<file path="config.mk">
export PLATFORM = sky130hd
export DESIGN_NAME = burst_addr_gen
export DESIGN_NICKNAME = d
export VERILOG_FILES = /design/src/logic/axi_pkg.sv /design/src/logic/ram_pkg.sv /design/src/logic/burst_addr_gen.sv
export SDC_FILE = /design/constraint.sdc
export NUM_CORES = 1
export LEC_CHECK = 0
export ABC_AREA = 1
export BUFFER_PORTS_ARGS = -buffer_cell sky130_fd_sc_hd__buf_2
export CORE_UTILIZATION = 30
export DETAILED_ROUTE_END_ITERATION = 6
export PLACE_DENSITY_LB_ADDON = 0.2
export SLEW_MARGIN = 20
export SYNTH_ARGS = -nofsm -noshare
export SYNTH_HDL_FRONTEND = slang
export SYNTH_SLANG_ARGS = --single-unit
</file>
<file path="constraint.sdc">
create_clock -name clk -period 3.6 [get_ports clk]
set_clock_uncertainty 0.05 [all_clocks]
set_input_delay 0.18 -clock clk [delete_from_list [all_inputs] [get_ports clk]]
set_output_delay 0.18 -clock clk [all_outputs]
set_load 0.01 [all_outputs]
</file>
<file path="src/logic/axi_pkg.sv">
package axi_pkg;

    localparam int ADDR_WIDTH = 32;
    localparam int LEN_WIDTH  = 8;
    localparam int SIZE_WIDTH = 3;

    // AXI burst type encoding
    typedef enum logic [1:0] {
        FIXED = 2'b00,
        INCR  = 2'b01,
        WRAP  = 2'b10
    } burst_e;

    // read or write address channel payload
    typedef struct packed {
        logic [ADDR_WIDTH-1:0] addr;
        logic [LEN_WIDTH-1:0]  len;
        logic [SIZE_WIDTH-1:0] size;
        burst_e                burst;
    } addr_chan_t;

    // bytes moved per beat for a given size
    function automatic logic [ADDR_WIDTH-1:0] size_bytes(input logic [SIZE_WIDTH-1:0] size);
        size_bytes = ADDR_WIDTH'(1) << size;
    endfunction

    // wrap window in bytes as len + 1 beats of the beat size
    function automatic logic [ADDR_WIDTH-1:0] wrap_bytes(
        input logic [LEN_WIDTH-1:0]  len,
        input logic [SIZE_WIDTH-1:0] size
    );
        logic [ADDR_WIDTH-1:0] beats;
        beats = ADDR_WIDTH'(len) + ADDR_WIDTH'(1);
        wrap_bytes = beats << size;
    endfunction

    // next beat address following the AXI burst rules
    function automatic logic [ADDR_WIDTH-1:0] next_addr(
        input logic [ADDR_WIDTH-1:0] addr,
        input logic [LEN_WIDTH-1:0]  len,
        input logic [SIZE_WIDTH-1:0] size,
        input burst_e                burst
    );
        logic [ADDR_WIDTH-1:0] mask;
        logic [ADDR_WIDTH-1:0] incr;
        mask = wrap_bytes(len, size) - ADDR_WIDTH'(1);
        incr = addr + size_bytes(size);
        case (burst)
            INCR:    next_addr = incr;
            WRAP:    next_addr = (addr & ~mask) | (incr & mask);
            default: next_addr = addr;
        endcase
    endfunction

endpackage
</file>
<file path="src/logic/ram_pkg.sv">
package ram_pkg;

    import axi_pkg::*;

    localparam int DATA_WIDTH = 32;
    localparam int STRB_WIDTH = DATA_WIDTH / 8;

    // pending burst as held in the queues and generators
    typedef struct packed {
        logic [ADDR_WIDTH-1:0] start_addr;
        logic [LEN_WIDTH-1:0]  len;
        logic [SIZE_WIDTH-1:0] size;
        burst_e                burst;
    } burst_desc_t;

    // address channel to descriptor at the queue input
    function automatic burst_desc_t to_desc(input addr_chan_t chan);
        burst_desc_t desc;
        desc.start_addr = chan.addr;
        desc.len        = chan.len;
        desc.size       = chan.size;
        desc.burst      = chan.burst;
        return desc;
    endfunction

endpackage

</file>
<file path="src/logic/burst_addr_gen.sv">
`timescale 1ns/1ps

module burst_addr_gen
    import axi_pkg::*;
    import ram_pkg::*;
(
    input  logic                  clk,
    input  logic                  resetn,
    input  logic                  load,
    input  burst_desc_t           desc,
    input  logic                  step,
    output logic [ADDR_WIDTH-1:0] addr
);

    logic [ADDR_WIDTH-1:0] cur_addr;
    logic [LEN_WIDTH-1:0]  cur_len;
    logic [SIZE_WIDTH-1:0] cur_size;
    burst_e                cur_burst;
    logic [ADDR_WIDTH-1:0] step_addr;

    // current beat address straight from the register
    assign addr = cur_addr;

    // FIXED holds, INCR adds the beat size, WRAP folds inside its window
    assign step_addr = next_addr(cur_addr, cur_len, cur_size, cur_burst);

    always_ff @(posedge clk) begin
        if (!resetn) begin
            cur_addr  <= '0;
            cur_burst <= FIXED;
        end else if (load) begin
            cur_addr  <= desc.start_addr;
            cur_burst <= desc.burst;
        end else if (step) begin
            cur_addr  <= step_addr;
        end
    end

    // beat shape of the loaded burst
    always_ff @(posedge clk) begin
        if (load) begin
            cur_len  <= desc.len;
            cur_size <= desc.size;
        end
    end

endmodule

</file>
After elaboration in Yosys (flattened, before gate mapping) --
Index checks and enable logic that the tools add are counted.
Word-level totals: bits in registers 45, bits in latches 0, memory bits (writable) 0, memory bits (read-only) 0, input port bits 49, output and inout port bits 32, logic and storage cells 21, memories kept 0
Operators by class: $add $sub $neg 3, multiply operators 0, div/mod/pow operators 0, magnitude comparators 0, eq/ne operators 2, shift operators 2, multiplexer cells 3, bitwise logic cells 4, reduce and logical (&&, ||, !) cells 3
Operator list (count):
- $and 32x32->32 | 2
- $mux 32 | 2
- $pmux 32 s2 | 1
- $add 32x32->32 | 1
- $not 32->32 | 1
- $or 32x32->32 | 1
- $shl 1x3->32 const A | 1
- $shl 9x3->32 | 1
- $sub 32x1->32 const B | 1
- $add 8x1->9 const B | 1
- $reduce_bool 3->1 | 1
- $eq 2x1->1 const B | 1
- $eq 2x2->1 const B | 1
- $reduce_and 2->1 | 1
- $reduce_bool 2->1 | 1

Depth between registers and ports, before layout --
depth after elaboration 9, mapped depth 21, mapped depth without buffers 21

Worst setup path before layout --
No wires, ideal clock.
path kind register -> register, start point register cur_size[1], end point register (tool-made name), setup time 0.067 ns, data arrival time 2.814 ns, required time 3.483 ns, setup slack 0.669 ns, stages on the path, launching flop included 17, path buffers 2, period minus slack after synthesis 2.931 ns, cell sequence edfxtp_1 > buf_2 > buf_2 > nor3_1 > ha_1 > inv_1 > fa_1 > o211ai_1 > nand3_1 > nand2_1 > nand4_1 > nor2_1 > xor2_1 > nand2_1 > nand2_1 > nand2_1 > a21oi_2
RTL lines:
- start, declared | RTL line burst_addr_gen.sv:17 | logic [SIZE_WIDTH-1:0] cur_size;
- start signal, assigned | RTL line burst_addr_gen.sv:43 | cur_size <= desc.size;

==> results.json <==
{
  "status": "finished clean",
  "fin_worst_hold_slack_ns": 0.008432,
  "ys_types": 43,
  "totalWireLength_um": 14750,
  "final.setup.tns_ns": 0,
  "drv_cap": 0,
  "ys_seq_elements": 45,
  "cts-root-buf": "clkbuf_16",
  "synth_flop_cell": "dfxtp_1",
  "max_freq_ghz": 0.3099,
  "numCtsBuffers": 5,
  "grt_util_met3": 0.02995,
  "worstSkewPairLatency_ns": 0.31,
  "start_kind": "flop",
  "htree_num_levels": 2,
  "syn2layout_area_growth_pct": 18.19,
  "grt_use_met2": 0.3290,
  "syn_area_per_cell_um2": 5.862,
  "max-vdd-ir-drop_mv": 0.2058,
  "initial_core_util": 0.3103,
  "synth_area_um2": 4561,
  "netlist_instances": 778,
  "power_density_nw_per_um2": 326.9,
  "viasPerCell": 4.971,
  "postCtsSetupBuffers": 0,
  "busiest_layer": "met2",
  "cts_sinks": 45,
  "synth_fp_nets": 839,
  "hold_viol": 0,
  "die_x_um": 125.3,
  "overflow": 0,
  "timing.final.crit_share": 0.8964,
  "ios": 81,
  "clk_pin_slew_ns": 0.07,
  "worst_slew_pin_slew_ns": 0.7627,
  "final_cell_mix": "246 x nand2_1, 116 x nand3_1, 81 x nor2_1",
  "report.final.slew_viol_count": 0,
  "core_area_um2": 14700,
  "critPathRequiredTime_ns": 3.80,
  "grt_pass1_wl_um": 24140,
  "worstPathMaxFanout": 6,
  "drt_iter0_drc": 282,
  "nets": 920,
  "num_rows": 44,
  "cts_buffer_depth": 2,
  "rsz0062_at_grt": "false",
  "antenna_found_initial": 0,
  "worst-setup-path-type": "reg2reg",
  "hold_path.class": "in2reg",
  "port_buffers": 80,
  "setup_slack_ns": 0.3730,
  "dieArea_um2": 15700,
  "ant_nets": 0,
  "drive_gt1_frac": 0.1686,
  "end_kind": "flop",
  "leakage_nw": 2.648,
  "cp_data_arrival_time_ns": 3.43,
  "dr.pass1.iters": 7,
  "grt_usage": 0.1934,
  "grt_pass1_vias": 4832,
  "gp_congestion": 0.8899,
  "slew_headroom": 0.4915,
  "antennaDiodeCount": 0,
  "layout_commonest_cell": "nand2_1",
  "cts_tree": "built",
  "post-route-drc-count": 0,
  "die-height_um": 125.3,
  "synth_edf_count": 11,
  "grt_util_met1": 0.2524,
  "period_needed_ns": 3.227,
  "dp_worst_setup_slack_ns": 0.4090,
  "async_reset_ff_frac": 0,
  "ys.warnings.count": 0,
  "dp_hpwl_um": 11610,
  "instances_no_fill": 1044,
  "num_vias": 5190,
  "grt_max_degree": 39,
  "final-setup-viol-count": 0,
  "wl_per_cell_um": 14.13,
  "ys_seq_area_frac": 0.2217,
  "dp.cells": 1027
}
-- timing repair --
item | in CTS | in global routing
hold endpoints to repair | 6 | 3
hold buffers | 6 | 3
gates resized for setup | 0 | 0
-- cells in the mapped netlist (all sizes together) (4+ instances only) --
master | instances | area share
ha | 11 | 0.030
o211ai | 8 | 0.013
nor3 | 13 | 0.014
o21ai | 32 | 0.038
buf | 13 | 0.015
edfxtp | 11 | 0.072
nor2 | 92 | 0.091
xor2 | 14 | 0.027
clkbuf | 11 | 0.0091
a31oi | 6 | 0.0082
nand2 | 265 | 0.23
a211oi | 4 | 0.0066
nand3 | 126 | 0.15
nand4 | 11 | 0.015
inv | 79 | 0.065
dfxtp | 34 | 0.15
a21oi | 29 | 0.033
-- cell families (layout without fill, tap and decap cells) --
family,Yosys count,in the layout,share of synthesized area
simple gates,512,512,0.5081
buf+inv,106,188,0.09218
compound gates,86,86,0.1108
flops,45,45,0.2217
xor+xnor,17,17,0.03265
fa+ha+maj,12,12,0.03457
-- worst paths after layout --
| kind | startpoint | end | slack, ns | cells past startpoint |
|---|---|---|---|---|
| worst max-delay path | cur_len[0] | flop | 0.37 | 20 |
| worst min-delay path | desc[4] | cur_size[2] | 0.008 | 1 |
| worst max register to register | cur_len[0] | flop | 0.37 | 20 |
| worst min register to register | flop | flop | 0.42 | 2 |
-- power by group --
group | leakage, nW | total, W | internal, W | switching (W)
Combinational | 2.18 | 0.000646 | 0.000223 | 0.000423
Clock | 0.0768 | 0.000494 | 0.000277 | 0.000217
Sequential | 0.389 | 0.000622 | 0.000564 | 0.0000576
-- routing by layer --
layer | share of wire | up-vias
met5 | 0 | -
met4 | 0.013 | 0
met3 | 0.045 | 9
met2 | 0.47 | 140
met1 | 0.47 | 2334
li1 | - | 2707
-- worst max-delay path, cell delays in order (launching register included) --
cell      delay, ns
edfxtp_1       0.47
ha_1           0.34
o21ai_0        0.27
nor2_1         0.07
nand2_1        0.09
nand2_1        0.05
inv_1          0.05
nand2_1        0.05
inv_2          0.07
nand2_1        0.07
nor2_2         0.24
nand2_1        0.10
nor2_2         0.15
nand2_1        0.08
nor3_1         0.18
ha_1           0.27
a211oi_1       0.20
inv_1          0.08
a31oi_1        0.13
o21ai_0        0.10
inv_1          0.06
-- through the flow --
stage          total power (W)  cell area, um^2  utilization
3_5_place_dp          0.001271             5147       0.3502
3_3_place_gp          0.001275             5147       0.3502
4_1_cts               0.001779             5360       0.3647
2_1_floorplan         0.001074             4561            -
5_1_grt               0.001892             5390       0.3667
6_report              0.001762             5390       0.3667
-- final cells by class --
cell class              count  area (um^2)
multi-input cells         627         3129
inverters                  82        309.0
clock buffers               6        138.9
flip-flops and latches     45         1011
fillers                  1676         9309
repair buffers             98        558.0
clock inverters             2        13.76
well taps                 184        230.2
Note: power is estimated with default switching activity, not from simulation.
