[src/logic/req_queue.sv]
`timescale 1ns/1ps

module req_queue #(
    parameter type entry_t = logic,
    parameter int  DEPTH   = 4
) (
    input  logic   clk,
    input  logic   resetn,
    input  logic   push,
    input  entry_t push_data,
    input  logic   pop,
    output entry_t head,
    output logic   full,
    output logic   not_empty
);

    localparam int PTR_W = (DEPTH > 1) ? $clog2(DEPTH) : 1;
    localparam int CNT_W = $clog2(DEPTH + 1);

    entry_t            slots [DEPTH];
    logic [PTR_W-1:0]  wr_ptr;
    logic [PTR_W-1:0]  rd_ptr;
    logic [CNT_W-1:0]  count;
    logic              do_push;
    logic              do_pop;

    assign full      = (count == CNT_W'(DEPTH));
    assign not_empty = (count != '0);
    assign head      = slots[rd_ptr];

    assign do_push = push && !full;
    assign do_pop  = pop && not_empty;

    // entry storage
    always_ff @(posedge clk) begin
        if (do_push)
            slots[wr_ptr] <= push_data;
    end

    always_ff @(posedge clk) begin
        if (!resetn) begin
            wr_ptr <= '0;
            rd_ptr <= '0;
            count  <= '0;
        end else begin
            if (do_push)
                wr_ptr <= (wr_ptr == PTR_W'(DEPTH - 1)) ? '0 : wr_ptr + PTR_W'(1);
            if (do_pop)
                rd_ptr <= (rd_ptr == PTR_W'(DEPTH - 1)) ? '0 : rd_ptr + PTR_W'(1);
            if (do_push && !do_pop)
                count <= count + CNT_W'(1);
            else if (do_pop && !do_push)
                count <= count - CNT_W'(1);
        end
    end

endmodule

[config.mk]
export PLATFORM = sky130hd
export DESIGN_NAME = req_queue
export DESIGN_NICKNAME = d
export VERILOG_FILES = /design/src/logic/req_queue.sv
export SDC_FILE = /design/constraint.sdc
export NUM_CORES = 1
export LEC_CHECK = 0
export BUFFER_PORTS_ARGS = -buffer_cell sky130_fd_sc_hd__buf_4
export CAP_MARGIN = 10
export CELL_PAD_IN_SITES_DETAIL_PLACEMENT = 1
export CELL_PAD_IN_SITES_GLOBAL_PLACEMENT = 2
export CORE_MARGIN = 5
export CORE_UTILIZATION = 35
export DETAILED_ROUTE_END_ITERATION = 7
export PLACE_DENSITY_LB_ADDON = 0.1
export REMOVE_ABC_BUFFERS = 1
export SETUP_SLACK_MARGIN = 0.02
export SLEW_MARGIN = 25
export SYNTH_ARGS = -nofsm -noshare
export SYNTH_HDL_FRONTEND = slang
export SYNTH_SLANG_ARGS = --single-unit
export TNS_END_PERCENT = 10
[constraint.sdc]
create_clock -name clk -period 2.8 [get_ports clk]
set_clock_uncertainty 0.2 [all_clocks]
set_input_delay 0 -clock clk [delete_from_list [all_inputs] [get_ports clk]]
set_output_delay 0 -clock clk [all_outputs]
set_load 0.02 [all_outputs]
# Yosys cells after proc, flatten, opt, wreduce, memory -nomap -nowiden
# Memory sizes are Yosys's and may differ from the RTL's. A register that Yosys moved wholly into a read port is not among the register bits.
# Cells that the tools add are included.
dict set report word_totals {
  register_bits 7
  input_bits 5
  ram_bits 4
  memories 1
  latchBits 0
  out_inout_bits 3
  romBits 0
  wordCells 28
}
# memory words word_bits rd rd_ports_with_merged_regs write_ports line
set memory_table {}
lappend memory_table {slots 4 1 1 1 1 20} ;# entry_t slots [DEPTH];
dict set report classes {
  shift 0
  n_mux 8
  addsub 4
  div_mod_pow 0
  eq_ne 3
  order_cmp 0
  mul 0
  bitwise_logic 0
  reduce_logical 9
}
# op n
set op_table {}
lappend op_table {{$mux W2} 4}
lappend op_table {{$mux W3} 2}
lappend op_table {{$add A2 B1 Y2 const B} 2}
lappend op_table {{$eq A2 B2 Y1 const B} 2}
lappend op_table {{$logic_and A1 B1 Y1} 4}
lappend op_table {{$add A3 B1 Y3 const B} 1}
lappend op_table {{$eq A3 B3 Y1 const B} 1}
lappend op_table {{$logic_not A1 Y1} 3}
lappend op_table {{$reduce_bool A3 Y1} 1}
lappend op_table {{$sub A3 B1 Y3 const B} 1}
lappend op_table {{$mux W1} 2}
lappend op_table {{$reduce_bool A2 Y1} 1}

# Depth between registers and ports, before layout
dict set report logic_depth {
  ltp_word 7
  ltp_mapped 9
  ltp_nobuf 8
}

# Worst setup path after synthesis
# Ideal clock, no wire load.
dict set report synth_path {
  path_type {reg-to-reg}
  start {reg count[0]}
  end {reg count[2]}
  stages_incl_launch_ff 10
  period_less_slack_ps 2235
  path_buffers 1
  setup_slack_ps 565
  setup_time_ps 70
  arrival_time_ps 1965
  t_required_ps 2530
  path_cell_list {dfxtp_1 > nor3b_2 > nor2b_1 > buf_6 > ha_1 > inv_1 > fa_1 > xor2_1 > or3_1 > a21boi_1}
}
dict set report synth_via {
  elab_chain_cells 6
  elab_cells_between_ends 14
  classes_between {add/sub (2); eq/ne (1); mux (2); reduce/logical (9)}
}
# element line
set synth_lines {}
lappend synth_lines {{start, declared} 23} ;# logic [CNT_W-1:0] count;
lappend synth_lines {{start signal, assigned} 51} ;# count <= count + CNT_W'(1);
lappend synth_lines {{start signal, assigned} 53} ;# count <= count - CNT_W'(1);
lappend synth_lines {{$eq A3 B3 Y1 *} 27} ;# assign full = (count == CNT_W'(DEPTH));
lappend synth_lines {{named net full} 13} ;# output logic full,
lappend synth_lines {{$logic_not A1 Y1 *} 31} ;# assign do_push = push && !full;
lappend synth_lines {{$logic_and A1 B1 Y1 *} 31}
lappend synth_lines {{named net do_push} 24} ;# logic do_push;
lappend synth_lines {{$logic_not A1 Y1} 52} ;# else if (do_pop && !do_push)
lappend synth_lines {{$logic_and A1 B1 Y1} 52}
lappend synth_lines {{$reduce_bool A2 Y1 (no source line)} n/a}
# The timed path passes the listed nets; every way through them passes the cells marked *. The select of a mux whose other input is x is not followed.
# A chain may end at the register's enable or synchronous reset.

# Worst setup path in the final report
dict set report layout_path {
  start {reg count[2]}
  end {reg count[2]}
}
dict set report layout_via {
  elab_chain_cells 6
  elab_cells_between_ends 14
  classes_between {add/sub (2); eq/ne (1); mux (2); reduce/logical (9)}
}
# element
set layout_lines {}
lappend layout_lines {{branches (longest 6 deep; another with $sub A3 B1 Y3)}}
# Parallel ways; which one is timed is not known. The select of a mux whose other input is x is not followed.

==> results.md <==
- Status: finished, final reports clean
- ANT nets after route: 0
- Die Wd: 52.6 microns
- Die area: 0.00277 sq mm
- Tmin final: 2.32 ns
- Hold Fails Final Rpt: 0
- # diodes: 0
- Post-synth top area share: 28.3%
- Design Area, Final: 768 sq um
- Worst setup EP type: flip-flop
- Fraction of layout cells with a size suffix above 1: between 20% and 30%
- Largest net degree at the start of global routing: 11
- Clock Latency Late Sink: about 0.27 ns
- Seq/Total Area, Yosys: 47.2%
- HP Class: primary input to flip-flop
- Setup crit start kind: flip-flop
- Final WL: 1010 microns
- Vias per inst: roughly 4.4
- MaxCap Viol Count: 0
- Area grow syn2layout: 20.9%
- Layout Nets: between 80 and 90
- Top cells by count, synth: dfxtp_1 (9), ha_1 (6), nand2_1 (6), and2_1 (5), edfxtp_1 (4)
- Fill cells: ~200
- Clock transition at path regs: about 0.080 ns
- Number of global-route vias before repair: ~390
- Worst EP arrival: 2.33 ns
- Syn Inst Count: 55
- IO buf count: 7
- Avg Cell Area, Syn: 11.6 sq um
- I/O pin count: 8
- Yosys reg bits: 13
- Tot GR Track Use: 9.05%
- First-pass DRT Iterations: 1
- Slew Limit Fails: 0
- Global-route wire length before repair: 1700 microns
- Wire per inst: 10.9 microns
- Largest area contributor in the netlist: dfxtp_1
- CTS tree: done
- Placed Area: 712 sq um
- VDD IR-drop max: roughly 0.00046 V
- Fmax: 430 MHz
- Cts hold-fix bufs: 3
- RSZ-0062 raised after global routing: false
- Std cell rows: 15
- Leakage: about 0.32 nW
- Most used DFF post-synth: dfxtp_1
- Share of flip-flops with an asynchronous set or reset: 0%
- WP data required: about 2.8 ns
- Core Area: roughly 0.0017 sq mm
- Area contributors post-synth: dfxtp_1 (28%), edfxtp_1 (19%), ha_1 (12%)
- Routability Congestion: approximately 0.71
- Dpl hpwl: 808 microns
- Top fanout value on the critical path: 5
- Yosys Warn Count: 0
- Max clock buf depth: 2
- Top-count cell post-synth: dfxtp_1
- CP Class: flip-flop to flip-flop
- # resized after CTS: 0
- Fin crit share: between 80% and 90%
- GRT Residual Overflow: 0
- Post-route setup TNS: 0 ns
- Clock root cell: clkbuf_4
- Cell Area, Synth: 636 sq um
- Final number of setup-violating endpoints: 0
- Initial Util: approximately 37%
- Yosys cell types: 22
- Clock sinks: 13
- Relative slew slack: about 75%
- Via count: 410
- CTS H-tree depth: 1
- Initial DRC count: 0
- DRC viols: 0
- PD cells: a little over 800 mW/mm^2
- Chip Height: ~53 microns
- Number of setup buffers added after CTS: 0
- Initial antenna violation count: 0
- CTS buffer count: 3
- Post-synth EDFFs: 4
- Worst Tran Pin Value: roughly 0.38 ns
worst max-delay path: stages (launching register included):
cell	delay, ns
dfxtp_1	0.36
o31ai_2	0.41
ha_1	0.26
inv_1	0.06
fa_1	0.37
xor2_1	0.15
or3_1	0.31
a21boi_1	0.14
kinds of logic after synthesis:
| kind of cell | Yosys count | synth area share, % |
|---|---|---|
| compound gates | 5 | 5.90 |
| xor+xnor | 2 | 2.76 |
| fa+ha+maj | 7 | 15.0 |
| buf+inv | 5 | 4.13 |
| flops | 13 | 47.2 |
| mux | 4 | 8.27 |
| simple gates | 19 | 16.7 |
placed cells by master (no fill, tap or decap):
| cell type | netlist | final |
|---|---|---|
| or3_1 | 3 | 3 |
| and2_1 | 5 | 5 |
| mux2i_1 | 3 | 3 |
| nand2_1 | 6 | 6 |
| dlygate4sd3_1 | 0 | 3 |
| nor2_1 | 1 | 1 |
| edfxtp_1 | 4 | 4 |
| dfxtp_1 | 9 | 9 |
| o21ai_0 | 1 | 1 |
| inv_1 | 3 | 3 |
| clkbuf_1 | 1 | 1 |
| fa_1 | 1 | 1 |
| ha_1 | 6 | 6 |
| a21boi_1 | 2 | 2 |
| nor3b_2 | 1 | 1 |
| xor2_1 | 1 | 1 |
| o31ai_2 | 1 | 1 |
| mux4_2 | 1 | 1 |
| o21ai_1 | 1 | 1 |
| buf_4 | 0 | 8 |
| clkbuf_4 | 0 | 3 |
| xnor2_1 | 1 | 1 |
| nand3_1 | 1 | 1 |
| nor2b_1 | 2 | 2 |
stage by stage:
step	cells	util, %	total power [W]	worst slack [ns]	hold WS, ns
6_report	93	44.5	0.000631	0.477	0.0523
5_1_grt	93	44.5	0.000679	0.332	0.0812
4_1_cts	93	44.5	0.000646	0.448	0.0612
3_5_place_dp	86	41.2	0.000526	0.470	0.00589
3_3_place_gp	86	41.2	0.000519	0.523	0.00456
2_1_floorplan	53	-	0.000447	0.438	-0.101
per-layer routing:
metal  share of wire, %  global-route usage, %  vias up
met5                  0                      0        -
met4                  0                   2.55        0
met3                5.9                   5.98        0
met2                 48                   14.7        7
met1                 46                   9.52      189
li1                   -                      -      214
report_power, final:
part	switching [W]	internal (W)	total, W
logic	0.000113	0.000123	0.000236
registers	0.0000433	0.000238	0.000281
clock network	0.0000581	0.0000552	0.000113
total	0.000215	0.000416	0.000631
final timing paths:
path	startpoint	end	cells past startpoint	slack [ns]
worst max-delay path	count[2]$_SDFFE_PN0P_	count[2]$_SDFFE_PN0P_	7	0.48
worst min-delay path	push	wr_ptr[1]$_SDFFE_PN0P_	4	0.05
worst max register to register	count[2]$_SDFFE_PN0P_	count[2]$_SDFFE_PN0P_	7	0.48
worst min register to register	rd_ptr[1]$_SDFFE_PN0P_	rd_ptr[1]$_SDFFE_PN0P_	2	0.29
area by class of cell:
type / instances / area [sq um] / share of cell area (%)
inverters: 3 / 11.3 / 1.47
repair buffers: 11 / 90.1 / 11.7
flip-flops and latches: 13 / 300 / 39.1
well taps: 25 / 31.3 / 4.07
multi-input cells: 37 / 309 / 40.2
clock buffers: 4 / 26.3 / 3.42
Power figures use the tool's default switching activity.
